### config.mk
export PLATFORM = sky130hd
export DESIGN_NAME = div_unit
export DESIGN_NICKNAME = d
export VERILOG_FILES = /design/src/logic/div_pkg.sv /design/src/logic/cla_64.sv /design/src/logic/div_op_decode.sv /design/src/logic/div_iter_core.sv /design/src/logic/div_result_fix.sv /design/src/logic/div_unit.sv
export SDC_FILE = /design/constraint.sdc
export NUM_CORES = 1
export LEC_CHECK = 0
export ABC_AREA = 1
export BUFFER_PORTS_ARGS = -buffer_cell sky130_fd_sc_hd__buf_2
export CORE_UTILIZATION = 50
export DETAILED_ROUTE_END_ITERATION = 8
export PLACE_DENSITY = 0.68
export REMOVE_ABC_BUFFERS = 1
export SYNTH_ARGS = -nofsm -noshare
export SYNTH_HDL_FRONTEND = slang
export SYNTH_SLANG_ARGS = --single-unit
### constraint.sdc
create_clock -name clk -period 6.25 [get_ports clk]
set_input_delay 1.5625 -clock clk [delete_from_list [all_inputs] [get_ports clk]]
set_output_delay 1.5625 -clock clk [all_outputs]
set_load 0.01 [all_outputs]
### src/logic/div_pkg.sv
`default_nettype none

package div_pkg;

  // ******************************
  // operation encoding
  // ******************************

  // bit 0 signed, bit 1 remainder
  typedef enum logic [1:0] {
    DIVU = 2'b00,
    DIV  = 2'b01,
    REMU = 2'b10,
    REM  = 2'b11
  } div_op_e;

  // ******************************
  // stage to stage bundles
  // ******************************

  typedef struct packed {
    logic is_signed;
    logic want_rem;
    // operand signs differ
    logic neg_quot;
    // dividend negative
    logic neg_rem;
  } div_ctrl_t;

  typedef struct packed {
    logic div_zero;
    logic rem_restore;
  } div_stat_t;

endpackage

`default_nettype wire

### src/logic/cla_64.sv
`timescale 1ns/100ps
`default_nettype none

module cla_64 #(
  parameter int WIDTH = 64
) (
  input  wire [WIDTH-1:0]  a,
  input  wire [WIDTH-1:0]  b,
  input  wire              cin,
  output logic [WIDTH-1:0] sum,
  output logic             cout
);

  // odd widths padded up to whole groups of 4
  localparam int NG = (WIDTH + 3) / 4;
  localparam int PW = NG * 4;

  logic [PW-1:0] ap;
  logic [PW-1:0] bp;
  logic [PW-1:0] g;
  logic [PW-1:0] p;
  wire  [PW:0]   c;

  assign ap = PW'(a);
  assign bp = PW'(b);

  // per bit generate and propagate
  assign g = ap & bp;
  assign p = ap ^ bp;

  assign c[0] = cin;

  for (genvar k = 0; k < NG; k++) begin : g_grp
    localparam int B = 4 * k;

    logic gg;
    logic pg;

    // lookahead inside the group
    assign c[B+1] = g[B] | (p[B] & c[B]);
    assign c[B+2] = g[B+1] | (p[B+1] & g[B]) | (p[B+1] & p[B] & c[B]);
    assign c[B+3] = g[B+2] | (p[B+2] & g[B+1]) | (p[B+2] & p[B+1] & g[B])
                  | (p[B+2] & p[B+1] & p[B] & c[B]);

    // group terms, carry ripples group to group
    assign gg = g[B+3] | (p[B+3] & g[B+2]) | (p[B+3] & p[B+2] & g[B+1])
              | (p[B+3] & p[B+2] & p[B+1] & g[B]);
    assign pg = &p[B+3:B];

    assign c[B+4] = gg | (pg & c[B]);
  end

  assign sum  = p[WIDTH-1:0] ^ c[WIDTH-1:0];
  assign cout = c[WIDTH];

endmodule

`default_nettype wire

### src/logic/div_op_decode.sv
`timescale 1ns/100ps
`default_nettype none

module div_op_decode import div_pkg::*; #(
  parameter int WIDTH = 64
) (
  input  wire              clk,
  input  wire              rst_n,
  input  wire [WIDTH-1:0]  dividend,
  input  wire [WIDTH-1:0]  divisor,
  input  wire div_op_e     op,
  input  wire              accept,
  output logic [WIDTH-1:0] dvd_mag,
  output logic [WIDTH-1:0] dvs_mag,
  output div_ctrl_t        ctrl,
  output logic             start
);

  logic is_signed;
  logic want_rem;
  logic dvd_neg;
  logic dvs_neg;

  assign is_signed = (op == DIV) || (op == REM);
  assign want_rem  = (op == REMU) || (op == REM);
  assign dvd_neg   = is_signed & dividend[WIDTH-1];
  assign dvs_neg   = is_signed & divisor[WIDTH-1];

  // magnitudes of the operands, two's complement for negative signed ones
  always_ff @(posedge clk) begin
    if (accept) begin
      dvd_mag <= dvd_neg ? (~dividend + 1'b1) : dividend;
      dvs_mag <= dvs_neg ? (~divisor + 1'b1) : divisor;
    end
  end

  always_ff @(posedge clk or negedge rst_n) begin
    if (!rst_n) begin
      ctrl  <= '0;
      start <= 1'b0;
    end else begin
      start <= accept;
      if (accept) begin
        ctrl.is_signed <= is_signed;
        ctrl.want_rem  <= want_rem;
        ctrl.neg_quot  <= dvd_neg ^ dvs_neg;
        ctrl.neg_rem   <= dvd_neg;
      end
    end
  end

endmodule

`default_nettype wire

### src/logic/div_iter_core.sv
`timescale 1ns/100ps
`default_nettype none

module div_iter_core import div_pkg::*; #(
  parameter int WIDTH = 64
) (
  input  wire              clk,
  input  wire              rst_n,
  input  wire              flush,
  input  wire              start,
  input  wire [WIDTH-1:0]  dvd_mag,
  input  wire [WIDTH-1:0]  dvs_mag,
  input  wire div_ctrl_t   ctrl_in,
  output logic             busy,
  output logic             done,
  output logic [WIDTH-1:0] quot,
  output logic [WIDTH-1:0] prem,
  output div_stat_t        stat,
  output div_ctrl_t        ctrl_out
);

  localparam int CW = $clog2(WIDTH + 1);

  // upper WIDTH+1 bits partial remainder, lower WIDTH bits dividend / quotient
  logic [2*WIDTH:0] pq;
  logic [WIDTH:0]   dvs_pos;
  logic [WIDTH:0]   dvs_neg;
  logic [CW-1:0]    cnt;
  logic             div_zero;

  logic [WIDTH:0]   shifted;
  logic [WIDTH:0]   addend;
  logic [WIDTH:0]   sum;
  logic             qbit;

  // ******************************
  // one non-restoring step
  // ******************************

  // 2r plus next dividend bit
  assign shifted = pq[2*WIDTH-1:WIDTH-1];

  // negative remainder adds, otherwise subtract
  assign addend = pq[2*WIDTH] ? dvs_pos : dvs_neg;

  cla_64 #(
    .WIDTH (WIDTH + 1)
  ) i_cla (
    .a    (shifted),
    .b    (addend),
    .cin  (1'b0),
    .sum  (sum),
    .cout ()
  );

  assign qbit = ~sum[WIDTH];

  // ******************************
  // datapath registers
  // ******************************

  always_ff @(posedge clk) begin
    if (start && !flush) begin
      pq      <= {{(WIDTH + 1){1'b0}}, dvd_mag};
      dvs_pos <= {1'b0, dvs_mag};
      dvs_neg <= ~{1'b0, dvs_mag} + 1'b1;
    end else if (busy) begin
      pq <= {sum, pq[WIDTH-2:0], qbit};
    end
  end

  // ******************************
  // sequencing
  // ******************************

  always_ff @(posedge clk or negedge rst_n) begin
    if (!rst_n) begin
      busy     <= 1'b0;
      done     <= 1'b0;
      cnt      <= '0;
      div_zero <= 1'b0;
      ctrl_out <= '0;
    end else if (flush) begin
      busy <= 1'b0;
      done <= 1'b0;
      cnt  <= '0;
    end else if (start) begin
      busy     <= 1'b1;
      done     <= 1'b0;
      cnt      <= CW'(WIDTH);
      div_zero <= (dvs_mag == '0);
      ctrl_out <= ctrl_in;
    end else if (busy) begin
      cnt <= cnt - 1'b1;
      // last iteration
      if (cnt == CW'(1)) begin
        busy <= 1'b0;
        done <= 1'b1;
      end
    end else begin
      done <= 1'b0;
    end
  end

  assign quot = pq[WIDTH-1:0];
  assign prem = pq[2*WIDTH-1:WIDTH];

  // sign of final remainder
  assign stat = '{div_zero: div_zero, rem_restore: pq[2*WIDTH]};

endmodule

`default_nettype wire

### src/logic/div_result_fix.sv
`timescale 1ns/100ps
`default_nettype none

module div_result_fix import div_pkg::*; #(
  parameter int WIDTH = 64
) (
  input  wire              clk,
  input  wire              rst_n,
  input  wire              flush,
  input  wire              done,
  input  wire [WIDTH-1:0]  dvd_orig,
  input  wire [WIDTH-1:0]  dvs_mag,
  input  wire [WIDTH-1:0]  quot,
  input  wire [WIDTH-1:0]  prem,
  input  wire div_stat_t   stat,
  input  wire div_ctrl_t   ctrl,
  output logic             out_valid,
  output logic [WIDTH-1:0] result
);

  logic [WIDTH-1:0] rem_restored;
  logic [WIDTH-1:0] rem_mag;
  logic [WIDTH-1:0] sel_mag;
  logic             sel_neg;
  logic [WIDTH-1:0] fixed;

  // negative remainder plus divisor, result fits WIDTH bits
  cla_64 #(
    .WIDTH (WIDTH)
  ) i_cla_restore (
    .a    (prem),
    .b    (dvs_mag),
    .cin  (1'b0),
    .sum  (rem_restored),
    .cout ()
  );

  assign rem_mag = stat.rem_restore ? rem_restored : prem;
  assign sel_mag = ctrl.want_rem ? rem_mag : quot;
  assign sel_neg = ctrl.is_signed & (ctrl.want_rem ? ctrl.neg_rem : ctrl.neg_quot);

  // x/0 gives all ones, x%0 gives x
  always_comb begin
    if (stat.div_zero) begin
      fixed = ctrl.want_rem ? dvd_orig : '1;
    end else if (sel_neg) begin
      fixed = ~sel_mag + 1'b1;
    end else begin
      fixed = sel_mag;
    end
  end

  always_ff @(posedge clk or negedge rst_n) begin
    if (!rst_n) begin
      out_valid <= 1'b0;
      result    <= '0;
    end else begin
      out_valid <= done && !flush;
      if (done && !flush) begin
        result <= fixed;
      end
    end
  end

endmodule

`default_nettype wire

### src/logic/div_unit.sv
`timescale 1ns/100ps
`default_nettype none

module div_unit import div_pkg::*; #(
  parameter int WIDTH = 64
) (
  input  wire              clk,
  input  wire              rst_n,
  input  wire [WIDTH-1:0]  dividend,
  input  wire [WIDTH-1:0]  divisor,
  input  wire div_op_e     op,
  input  wire              in_valid,
  input  wire              flush,
  output logic             in_ready,
  output logic             out_valid,
  output logic [WIDTH-1:0] result
);

  logic             accept;
  logic             start;
  logic             busy;
  logic             done;
  logic [WIDTH-1:0] dvd_mag;
  logic [WIDTH-1:0] dvs_mag;
  logic [WIDTH-1:0] dvd_orig;
  logic [WIDTH-1:0] quot;
  logic [WIDTH-1:0] prem;
  div_ctrl_t        dec_ctrl;
  div_ctrl_t        exe_ctrl;
  div_stat_t        exe_stat;

  // low from acceptance until out_valid
  assign in_ready = !(busy || start || done);
  assign accept   = in_valid && in_ready && !flush;

  // dividend as given, for the divide by zero remainder
  always_ff @(posedge clk) begin
    if (accept) begin
      dvd_orig <= dividend;
    end
  end

  // ******************************
  // decode / execute / result
  // ******************************

  div_op_decode #(
    .WIDTH (WIDTH)
  ) i_div_op_decode (
    .clk      (clk),
    .rst_n    (rst_n),
    .dividend (dividend),
    .divisor  (divisor),
    .op       (op),
    .accept   (accept),
    .dvd_mag  (dvd_mag),
    .dvs_mag  (dvs_mag),
    .ctrl     (dec_ctrl),
    .start    (start)
  );

  div_iter_core #(
    .WIDTH (WIDTH)
  ) i_div_iter_core (
    .clk      (clk),
    .rst_n    (rst_n),
    .flush    (flush),
    .start    (start),
    .dvd_mag  (dvd_mag),
    .dvs_mag  (dvs_mag),
    .ctrl_in  (dec_ctrl),
    .busy     (busy),
    .done     (done),
    .quot     (quot),
    .prem     (prem),
    .stat     (exe_stat),
    .ctrl_out (exe_ctrl)
  );

  div_result_fix #(
    .WIDTH (WIDTH)
  ) i_div_result_fix (
    .clk       (clk),
    .rst_n     (rst_n),
    .flush     (flush),
    .done      (done),
    .dvd_orig  (dvd_orig),
    .dvs_mag   (dvs_mag),
    .quot      (quot),
    .prem      (prem),
    .stat      (exe_stat),
    .ctrl      (exe_ctrl),
    .out_valid (out_valid),
    .result    (result)
  );

endmodule

`default_nettype wire

== Yosys cells after proc, flatten, opt, wreduce, memory -nomap -nowiden ==
Index checks and enable logic that the tools add are counted.

* Register bits after elaboration: 534
* Output and inout bits: 66
* Input port bits: 134
* Word-level logic and storage cells: 883

* Bitwise logic cells: 786
* Eq/ne operators: 5
* Mux-type cells: 22
* Reductions and logical operators: 43
* $add $sub $neg: 5

{| class="wikitable"
|+ Operator list
! kind !! count
|-
| $mux 64 || 9
|-
| $and 1x1->1 || 465
|-
| $or 1x1->1 || 308
|-
| $add 64x1->64 const B || 3
|-
| $not 64->64 || 3
|-
| $xor 65x65->65 || 2
|-
| $xor 64x64->64 || 2
|-
| $reduce_and 4->1 || 29
|-
| $add 65x1->65 const B || 1
|-
| $mux 65 || 1
|-
| $not 64->65 || 1
|-
| $and 64x64->64 || 1
|-
| $logic_not 64->1 || 1
|-
| $and 63x63->63 || 1
|-
| $mux 7 || 3
|-
| $mux 1 || 9
|-
| $eq 7x1->1 const B || 1
|-
| $sub 7x1->7 const B || 1
|-
| $eq 2x2->1 const B || 2
|-
| $logic_and 1x1->1 || 4
|-
| $logic_or 1x1->1 || 4
|-
| $ne 4x4->1 const B || 1
|-
| $reduce_bool 3->1 || 1
|-
| $eq 2x1->1 const B || 1
|-
| 5 further kinds || 7
|}

== Longest topological paths before layout ==
* Depth in word-level cells: 42
* Depth in mapped cells: 52
* Gate-level depth less buffers: 46

== Modules after synthesis ==
Synthesis repeated with hierarchy kept, for this count alone.

* Cell total of the unflattened synthesis: 4,651
* Area total of the unflattened synthesis: 35,308.9 um^2

{| class="wikitable"
|+ Modules (own cells, without submodules)
! module !! area each (um^2) !! times used !! sequential area each (um^2) !! cells an instance
|-
| div_iter_core || 12,385.6 || 1 || 7,417.1 || 1,452
|-
| div_op_decode || 8,524.4 || 1 || 3,968.8 || 1,139
|-
| div_result_fix || 7,129.3 || 1 || 1,626.6 || 1,311
|-
| cla_64 at i_div_iter_core.i_cla || 2,681.3 || 1 || 0.0 || 342
|-
| cla_64 at i_div_result_fix.i_cla_restore || 2,637.5 || 1 || 0.0 || 336
|-
| div_unit || 1,950.6 || 1 || 1,921.8 || 71
|}

== Worst setup path after synthesis ==
No wires, ideal clock.

* Path type: input -> register
* Start: in flush
* End: reg i_div_iter_core.dvs_neg[0], enable pin
* Stages on the path: 3
* Slack: -0.128 ns
* Library setup time: 0.542 ns
* Data arrival time: 5.836 ns
* Buffers on the path: 2
* Data required time: 5.708 ns
* Path through: nor2_1 clkbuf_1 clkbuf_1

* Longest elaborated chain between the ends: 2

{| class="wikitable"
|+ Ends and longest elaborated chain
! item !! RTL line !! RTL
|-
| start, declared || div_unit.sv:13 || <nowiki>input wire flush,</nowiki>
|-
| $logic_not 1->1 || div_iter_core.sv:63 || <nowiki>if (start && !flush) begin</nowiki>
|-
| $logic_and 1x1->1 || div_iter_core.sv:63 ||
|-
| end signal, assigned || div_iter_core.sv:66 || <nowiki>dvs_neg <= ~{1'b0, dvs_mag} + 1'b1;</nowiki>
|-
| end, declared || div_iter_core.sv:27 || <nowiki>logic [WIDTH:0] dvs_neg;</nowiki>
|}

No other way between the ends.
A chain may end at the register's enable or synchronous reset.

== Worst setup path in the final report ==
* Start: reg i_div_op_decode.dvs_mag[2]
* End: reg i_div_result_fix.result[60]

* Longest elaborated chain between the ends: 40
* Elaborated cells between the ends (all ways): 134
* Those cells by class: add/sub (1); mux (4); bitwise (129)

{| class="wikitable"
|+ Ends and longest elaborated chain
! item !! RTL line !! RTL
|-
| start, declared || div_op_decode.sv:14 || <nowiki>output logic [WIDTH-1:0] dvs_mag,</nowiki>
|-
| start signal, assigned || div_op_decode.sv:33 || <nowiki>dvs_mag <= dvs_neg ? (~divisor + 1'b1) : divisor;</nowiki>
|-
| $and 63x63->63 / $xor 64x64->64 (equally long branches) || cla_64.sv:28, cla_64.sv:29 ||
|-
| $and 1x1->1, on equally long branches || cla_64.sv:46, cla_64.sv:47 ||
|-
| $or 1x1->1 (tied with other cells) || cla_64.sv:46 || <nowiki>assign gg = g[B+3] | (p[B+3] & g[B+2]) | (p[B+3] & p[B+2] & g[B+1])</nowiki>
|-
| $or 1x1->1 / $and 1x1->1 (equally long branches) || cla_64.sv:46, cla_64.sv:47 ||
|-
| $or 1x1->1 || cla_64.sv:47 || <nowiki>| (p[B+3] & p[B+2] & p[B+1] & g[B]);</nowiki>
|-
| $and 1x1->1 || cla_64.sv:50 || <nowiki>assign c[B+4] = gg | (pg & c[B]);</nowiki>
|-
| $or 1x1->1 || cla_64.sv:50 ||
|-
| $and 1x1->1 || cla_64.sv:50 ||
|-
| (+24 left out) || - ||
|-
| $or 1x1->1, on equally long branches || - ||
|-
| $xor 64x64->64 * || cla_64.sv:53 || <nowiki>assign sum = p[WIDTH-1:0] ^ c[WIDTH-1:0];</nowiki>
|-
| $mux 64 * || div_result_fix.sv:38 || <nowiki>assign rem_mag = stat.rem_restore ? rem_restored : prem;</nowiki>
|-
| $mux 64 * || div_result_fix.sv:39 || <nowiki>assign sel_mag = ctrl.want_rem ? rem_mag : quot;</nowiki>
|-
| $not 64->64 || div_result_fix.sv:47 || <nowiki>fixed = ~sel_mag + 1'b1;</nowiki>
|-
| $add 64x1->64 || div_result_fix.sv:47 ||
|-
| $mux 64 * || div_result_fix.sv:46 || <nowiki>end else if (sel_neg) begin</nowiki>
|-
| $mux 64 * || div_result_fix.sv:44 || <nowiki>if (stat.div_zero) begin</nowiki>
|-
| end signal, assigned || div_result_fix.sv:60 || <nowiki>result <= fixed;</nowiki>
|-
| end, declared || div_result_fix.sv:18 || <nowiki>output logic [WIDTH-1:0] result</nowiki>
|}

Every way passes the cells marked *; elsewhere a longest branch is shown, timed or not.

==> impl_summary.md <==
Outcome
The run finished with clean final reports.

Floorplanning
200 I/O pins were placed. From left edge to right edge, the die measures 253 um. The site row count is 91. The floorplan step set the die height to 253 um. The floorplan step defined a die boundary enclosing 0.0639 mm2. In this run the standard cell core region covers 0.0619 mm2.

The initial core utilization is 0.508.

Global route
The total grt overflow is 0. The via count of the first global-routing pass is 23500. The global-route wire length before repair is 133000 um. The number of antenna violations at the first check in global routing is 10. The total global routing track utilization is 0.269. Entering global routing, the biggest net connects 100 pins.

Routing
The pre-antenna-repair detailed-routing pass consisted of 6 iterations. In the routed layout, each cell is associated on average with a via count of 5.45. Across all layers, the routed design uses 25400 vias. The total wire length is 85700 um. The first routing iteration left 2270 violations. In the final routed layout, each cell accounts on average for 18.4 um. The antenna violation net count after detailed routing is 0.

In the routed design, unresolved DRC markers number 0.

Finish
The post-layout instance area is 0.0354 mm2. The number of fill cells in the layout is 5487. For this run, the share of the core covered by cells in the final layout is 0.571. The net count of the finished layout is 4072. From synthesis to final layout, the design area changed by 12.6%. The share of final-layout standard cells stronger than drive strength 1 is 0.110. The finished layout holds 4663 standard cells, fillers aside.

Synth
In the synthesized netlist the dominant register cell turns out to be sky130_fd_sc_hd__edfxtp_1. In the synthesized netlist, the number of instances is 3606. After synthesis, the mean cell area works out to 8.72 um2. The number of synthesized flops with an enable pin is 383. The share of the Yosys chip area taken by registers is 0.474. For this run, the number of Yosys warnings is 0. Yosys mapped the design onto 66 distinct sky130hd cell types.

The post-synthesis async set-or-reset flop share is 0.158. The synthesized netlist occupies a cell area of 0.0314 mm2. The flop and latch count out of synthesis is 532.

Timing
Setup violations remaining at the end of the flow were counted as 0. The count of endpoints failing hold in the final timing report is 0. At the pin with the least slew margin, the transition time is 1.15 ns. Derived from the worst setup path, the maximum achievable clock frequency is 178 MHz. Setup repair after global routing left no endpoint under its margin. The worst path meets setup with 0.620 ns of slack. Of the available clock period, the critical path in the final layout requires 0.901. The final critical path time including I/O delays and setup is 5.63 ns.

The worst max-slew margin expressed relative to the limit is 0.232. Across all hold checks on the routed design, the worst slack comes to 0.477 ns. The maximum clock skew at final layout is 0.0144 ns. The number of pins exceeding their max-slew limit in the final report is 0.

Setup path
At the worst endpoint, the required time is 6.80 ns. The cell that appears most often on the critical path is sky130_fd_sc_hd__nand2_1. The worst setup path is captured at a flop. The worst setup path is launched from a flop. The worst path arrival time is 6.18 ns.

The worst setup path category is flop to flop. Counting both buffers and inverters, the worst setup path holds a total of 4. In this design, the largest share of critical-path delay is due to simple AND/OR/NAND/NOR gates. For this run, the slowest stage of the critical path takes 0.47 ns.

The slowest stage cell on the critical path is sky130_fd_sc_hd__fa_1. In this run the worst path has a maximum fanout of 5.

Power
The worst voltage drop across the vdd grid is 0.262 mV. The analysis attributes to cell leakage a power of 14.9 nW. The power density over cell area is 398 mW/mm2.

Clock network
Buffers inserted to repair hold after CTS numbered 0. After clock tree synthesis, the clock-pin slew on the worst setup and hold paths is 0.06 ns. The H-tree generated during clock tree synthesis spans 2 levels. The clock passes through at most 3 buffers. The clock sink count is 532.

The clock reaches the later pin of the worst-skew pair after 0.63 ns. The total clock buffers created by CTS is 58. The CTS tree is built. The tree is rooted in a sky130_fd_sc_hd__clkbuf_16.

Placed design
The count of buffers added on input and output ports is 199. The placement-stage worst setup slack is 0.402 ns. The cell area reported after detailed placement is 0.0332 mm2. Including well taps, the total number of placed cells is 4548. The congestion estimate from routability-driven global placement came to 0.942.

Detailed placement ended at an HPWL of 61500 um.

Worst hold path
In this run the worst hold path is classified as flop to flop.

Run
The number of maximum-capacitance violations is 0.
## per-layer routing
metal | vias up | global-route usage | part of all wire | routed length (um)
met3 | 128 | 0.0449 | 0.078 | 6710
met2 | 875 | 0.407 | 0.44 | 37500
met4 | 12 | 0.0708 | 0.022 | 1930
met1 | 11900 | 0.398 | 0.46 | 39600
met5 | - | 0 | 0.00079 | 68
li1 | 12500 | - | - | -
## Yosys cell counts, types with 11 or more instances
cell	instances	area share
sky130_fd_sc_hd__xor2_1	155	0.043
sky130_fd_sc_hd__o21ai_0	265	0.042
sky130_fd_sc_hd__nor3_1	66	0.011
sky130_fd_sc_hd__fa_1	32	0.020
sky130_fd_sc_hd__nor4_1	21	0.0042
sky130_fd_sc_hd__nand2_1	865	0.10
sky130_fd_sc_hd__edfxtp_1	383	0.37
sky130_fd_sc_hd__a21oi_1	203	0.032
sky130_fd_sc_hd__ha_1	133	0.053
sky130_fd_sc_hd__o31ai_1	11	0.0026
sky130_fd_sc_hd__nor2_1	360	0.043
sky130_fd_sc_hd__a31oi_1	70	0.014
sky130_fd_sc_hd__inv_1	328	0.039
sky130_fd_sc_hd__dfxtp_1	65	0.041
sky130_fd_sc_hd__nand3_1	133	0.021
sky130_fd_sc_hd__dfrtp_1	84	0.067
sky130_fd_sc_hd__o21ai_1	18	0.0029
sky130_fd_sc_hd__clkbuf_1	98	0.012
sky130_fd_sc_hd__nand4_1	32	0.0064
sky130_fd_sc_hd__nand2_2	16	0.0032
sky130_fd_sc_hd__xnor2_1	100	0.028
## sequential cells by signal, summed over array words and instances, names as in the netlist
signal,count
dvd_orig,64
i_div_iter_core.div_zero,1
i_div_iter_core.dvs_pos,63
i_div_iter_core.done,1
i_div_iter_core.ctrl_out,4
i_div_iter_core.cnt,7
i_div_iter_core.busy,1
i_div_op_decode.dvd_mag,63
i_div_op_decode.ctrl,4
i_div_op_decode.start,1
i_div_iter_core.pq,129
i_div_op_decode.dvs_mag,64
i_div_result_fix.result,64
i_div_iter_core.dvs_neg,65
i_div_result_fix.out_valid,1
## cell families after synthesis
kind of cell               count (synthesis)  synth area share
AOI/OAI and AO/OA                        621             0.108
xor gates and xnor gates                 255            0.0710
adders and majority gates                165            0.0733
buffers and inverters                    469            0.0601
DFF                                      532             0.474
and+or+nand+nor                         1564             0.213
## placed cells by master (no fill, tap or decap), types with 6 or more instances in the layout
cell	instances
sky130_fd_sc_hd__a21oi_1	203
sky130_fd_sc_hd__a31oi_1	70
sky130_fd_sc_hd__buf_2	198
sky130_fd_sc_hd__buf_4	31
sky130_fd_sc_hd__bufinv_16	15
sky130_fd_sc_hd__clkbuf_1	9
sky130_fd_sc_hd__clkbuf_16	61
sky130_fd_sc_hd__clkinv_1	10
sky130_fd_sc_hd__clkinv_2	13
sky130_fd_sc_hd__dfrtp_1	82
sky130_fd_sc_hd__dfxtp_1	64
sky130_fd_sc_hd__edfxtp_1	383
sky130_fd_sc_hd__fa_1	32
sky130_fd_sc_hd__ha_1	133
sky130_fd_sc_hd__inv_1	326
sky130_fd_sc_hd__inv_2	8
sky130_fd_sc_hd__nand2_1	865
sky130_fd_sc_hd__nand2_2	16
sky130_fd_sc_hd__nand3_1	133
sky130_fd_sc_hd__nand3_2	9
sky130_fd_sc_hd__nand3b_1	10
sky130_fd_sc_hd__nand4_1	32
sky130_fd_sc_hd__nor2_1	357
sky130_fd_sc_hd__nor2_2	9
sky130_fd_sc_hd__nor2_4	8
sky130_fd_sc_hd__nor3_1	66
sky130_fd_sc_hd__nor3_2	6
sky130_fd_sc_hd__nor3b_1	7
sky130_fd_sc_hd__nor4_1	20
sky130_fd_sc_hd__o21ai_0	262
sky130_fd_sc_hd__o21ai_1	20
sky130_fd_sc_hd__o21ai_2	7
sky130_fd_sc_hd__o21bai_1	6
sky130_fd_sc_hd__o22ai_1	6
sky130_fd_sc_hd__o31ai_1	11
sky130_fd_sc_hd__o41ai_1	6
sky130_fd_sc_hd__xnor2_1	100
sky130_fd_sc_hd__xor2_1	155
## power breakdown
part | switching, mW | leakage [nW] | internal [mW] | total (mW)
clock network | 1.49 | 1.05 | 2.42 | 3.91
registers | 0.451 | 5.09 | 4.27 | 4.72
logic | 3.51 | 8.78 | 1.94 | 5.45
## worst reg2reg max path: cells and delay by family (launching register included)
kind                     cells  cell delay [ns]
AND/OR/NAND/NOR             33             3.11
adder cells (fa/ha/maj)      2             0.90
flip-flops                   1             0.45
AO/OA/AOI/OAI                4             0.83
buffers and inverters        4             0.26
## per-stage QoR
| step | TNS [ns] | power, mW |
|---|---|---|
| 2_1_floorplan | -2266.60 | 8.57 |
| 3_3_place_gp | 0 | 10.0 |
| 3_5_place_dp | 0 | 10.1 |
| 4_1_cts | 0 | 14.0 |
| 5_1_grt | 0 | 15.0 |
| 6_report | 0 | 14.1 |
## cell type report
type | count | area, um2 | area share
diodes | 3 | 7.51 | 0.000212
clock buffers | 72 | 1590 | 0.0449
multi-input cells | 2605 | 14700 | 0.415
well taps | 837 | 1050 | 0.0296
clock inverters | 38 | 586 | 0.0165
flip-flops and latches | 532 | 14900 | 0.421
inverters | 345 | 1310 | 0.0370
repair buffers | 231 | 1260 | 0.0357
## path summary, 6_finish.rpt
check                                            from                          end  slack, ns  cells after the start
setup / recovery           i_div_op_decode.dvs_mag[2]  i_div_result_fix.result[60]       0.62                     43
hold / removal                i_div_op_decode.ctrl[0]  i_div_iter_core.ctrl_out[0]       0.48                      2
setup reg to reg           i_div_op_decode.dvs_mag[2]  i_div_result_fix.result[60]       0.62                     43
hold reg to reg               i_div_op_decode.ctrl[0]  i_div_iter_core.ctrl_out[0]       0.48                      2
max in group asynchronous                       rst_n  i_div_iter_core.ctrl_out[2]       4.24                      2
min in group asynchronous                       rst_n        i_div_op_decode.start       1.01                      1
## repair_timing
action                     in CTS  in global routing
buffers inserted                0                  2
gates resized for setup         0                  4
setup endpoints to repair       0                  4
Power figures use the tool's default switching activity.
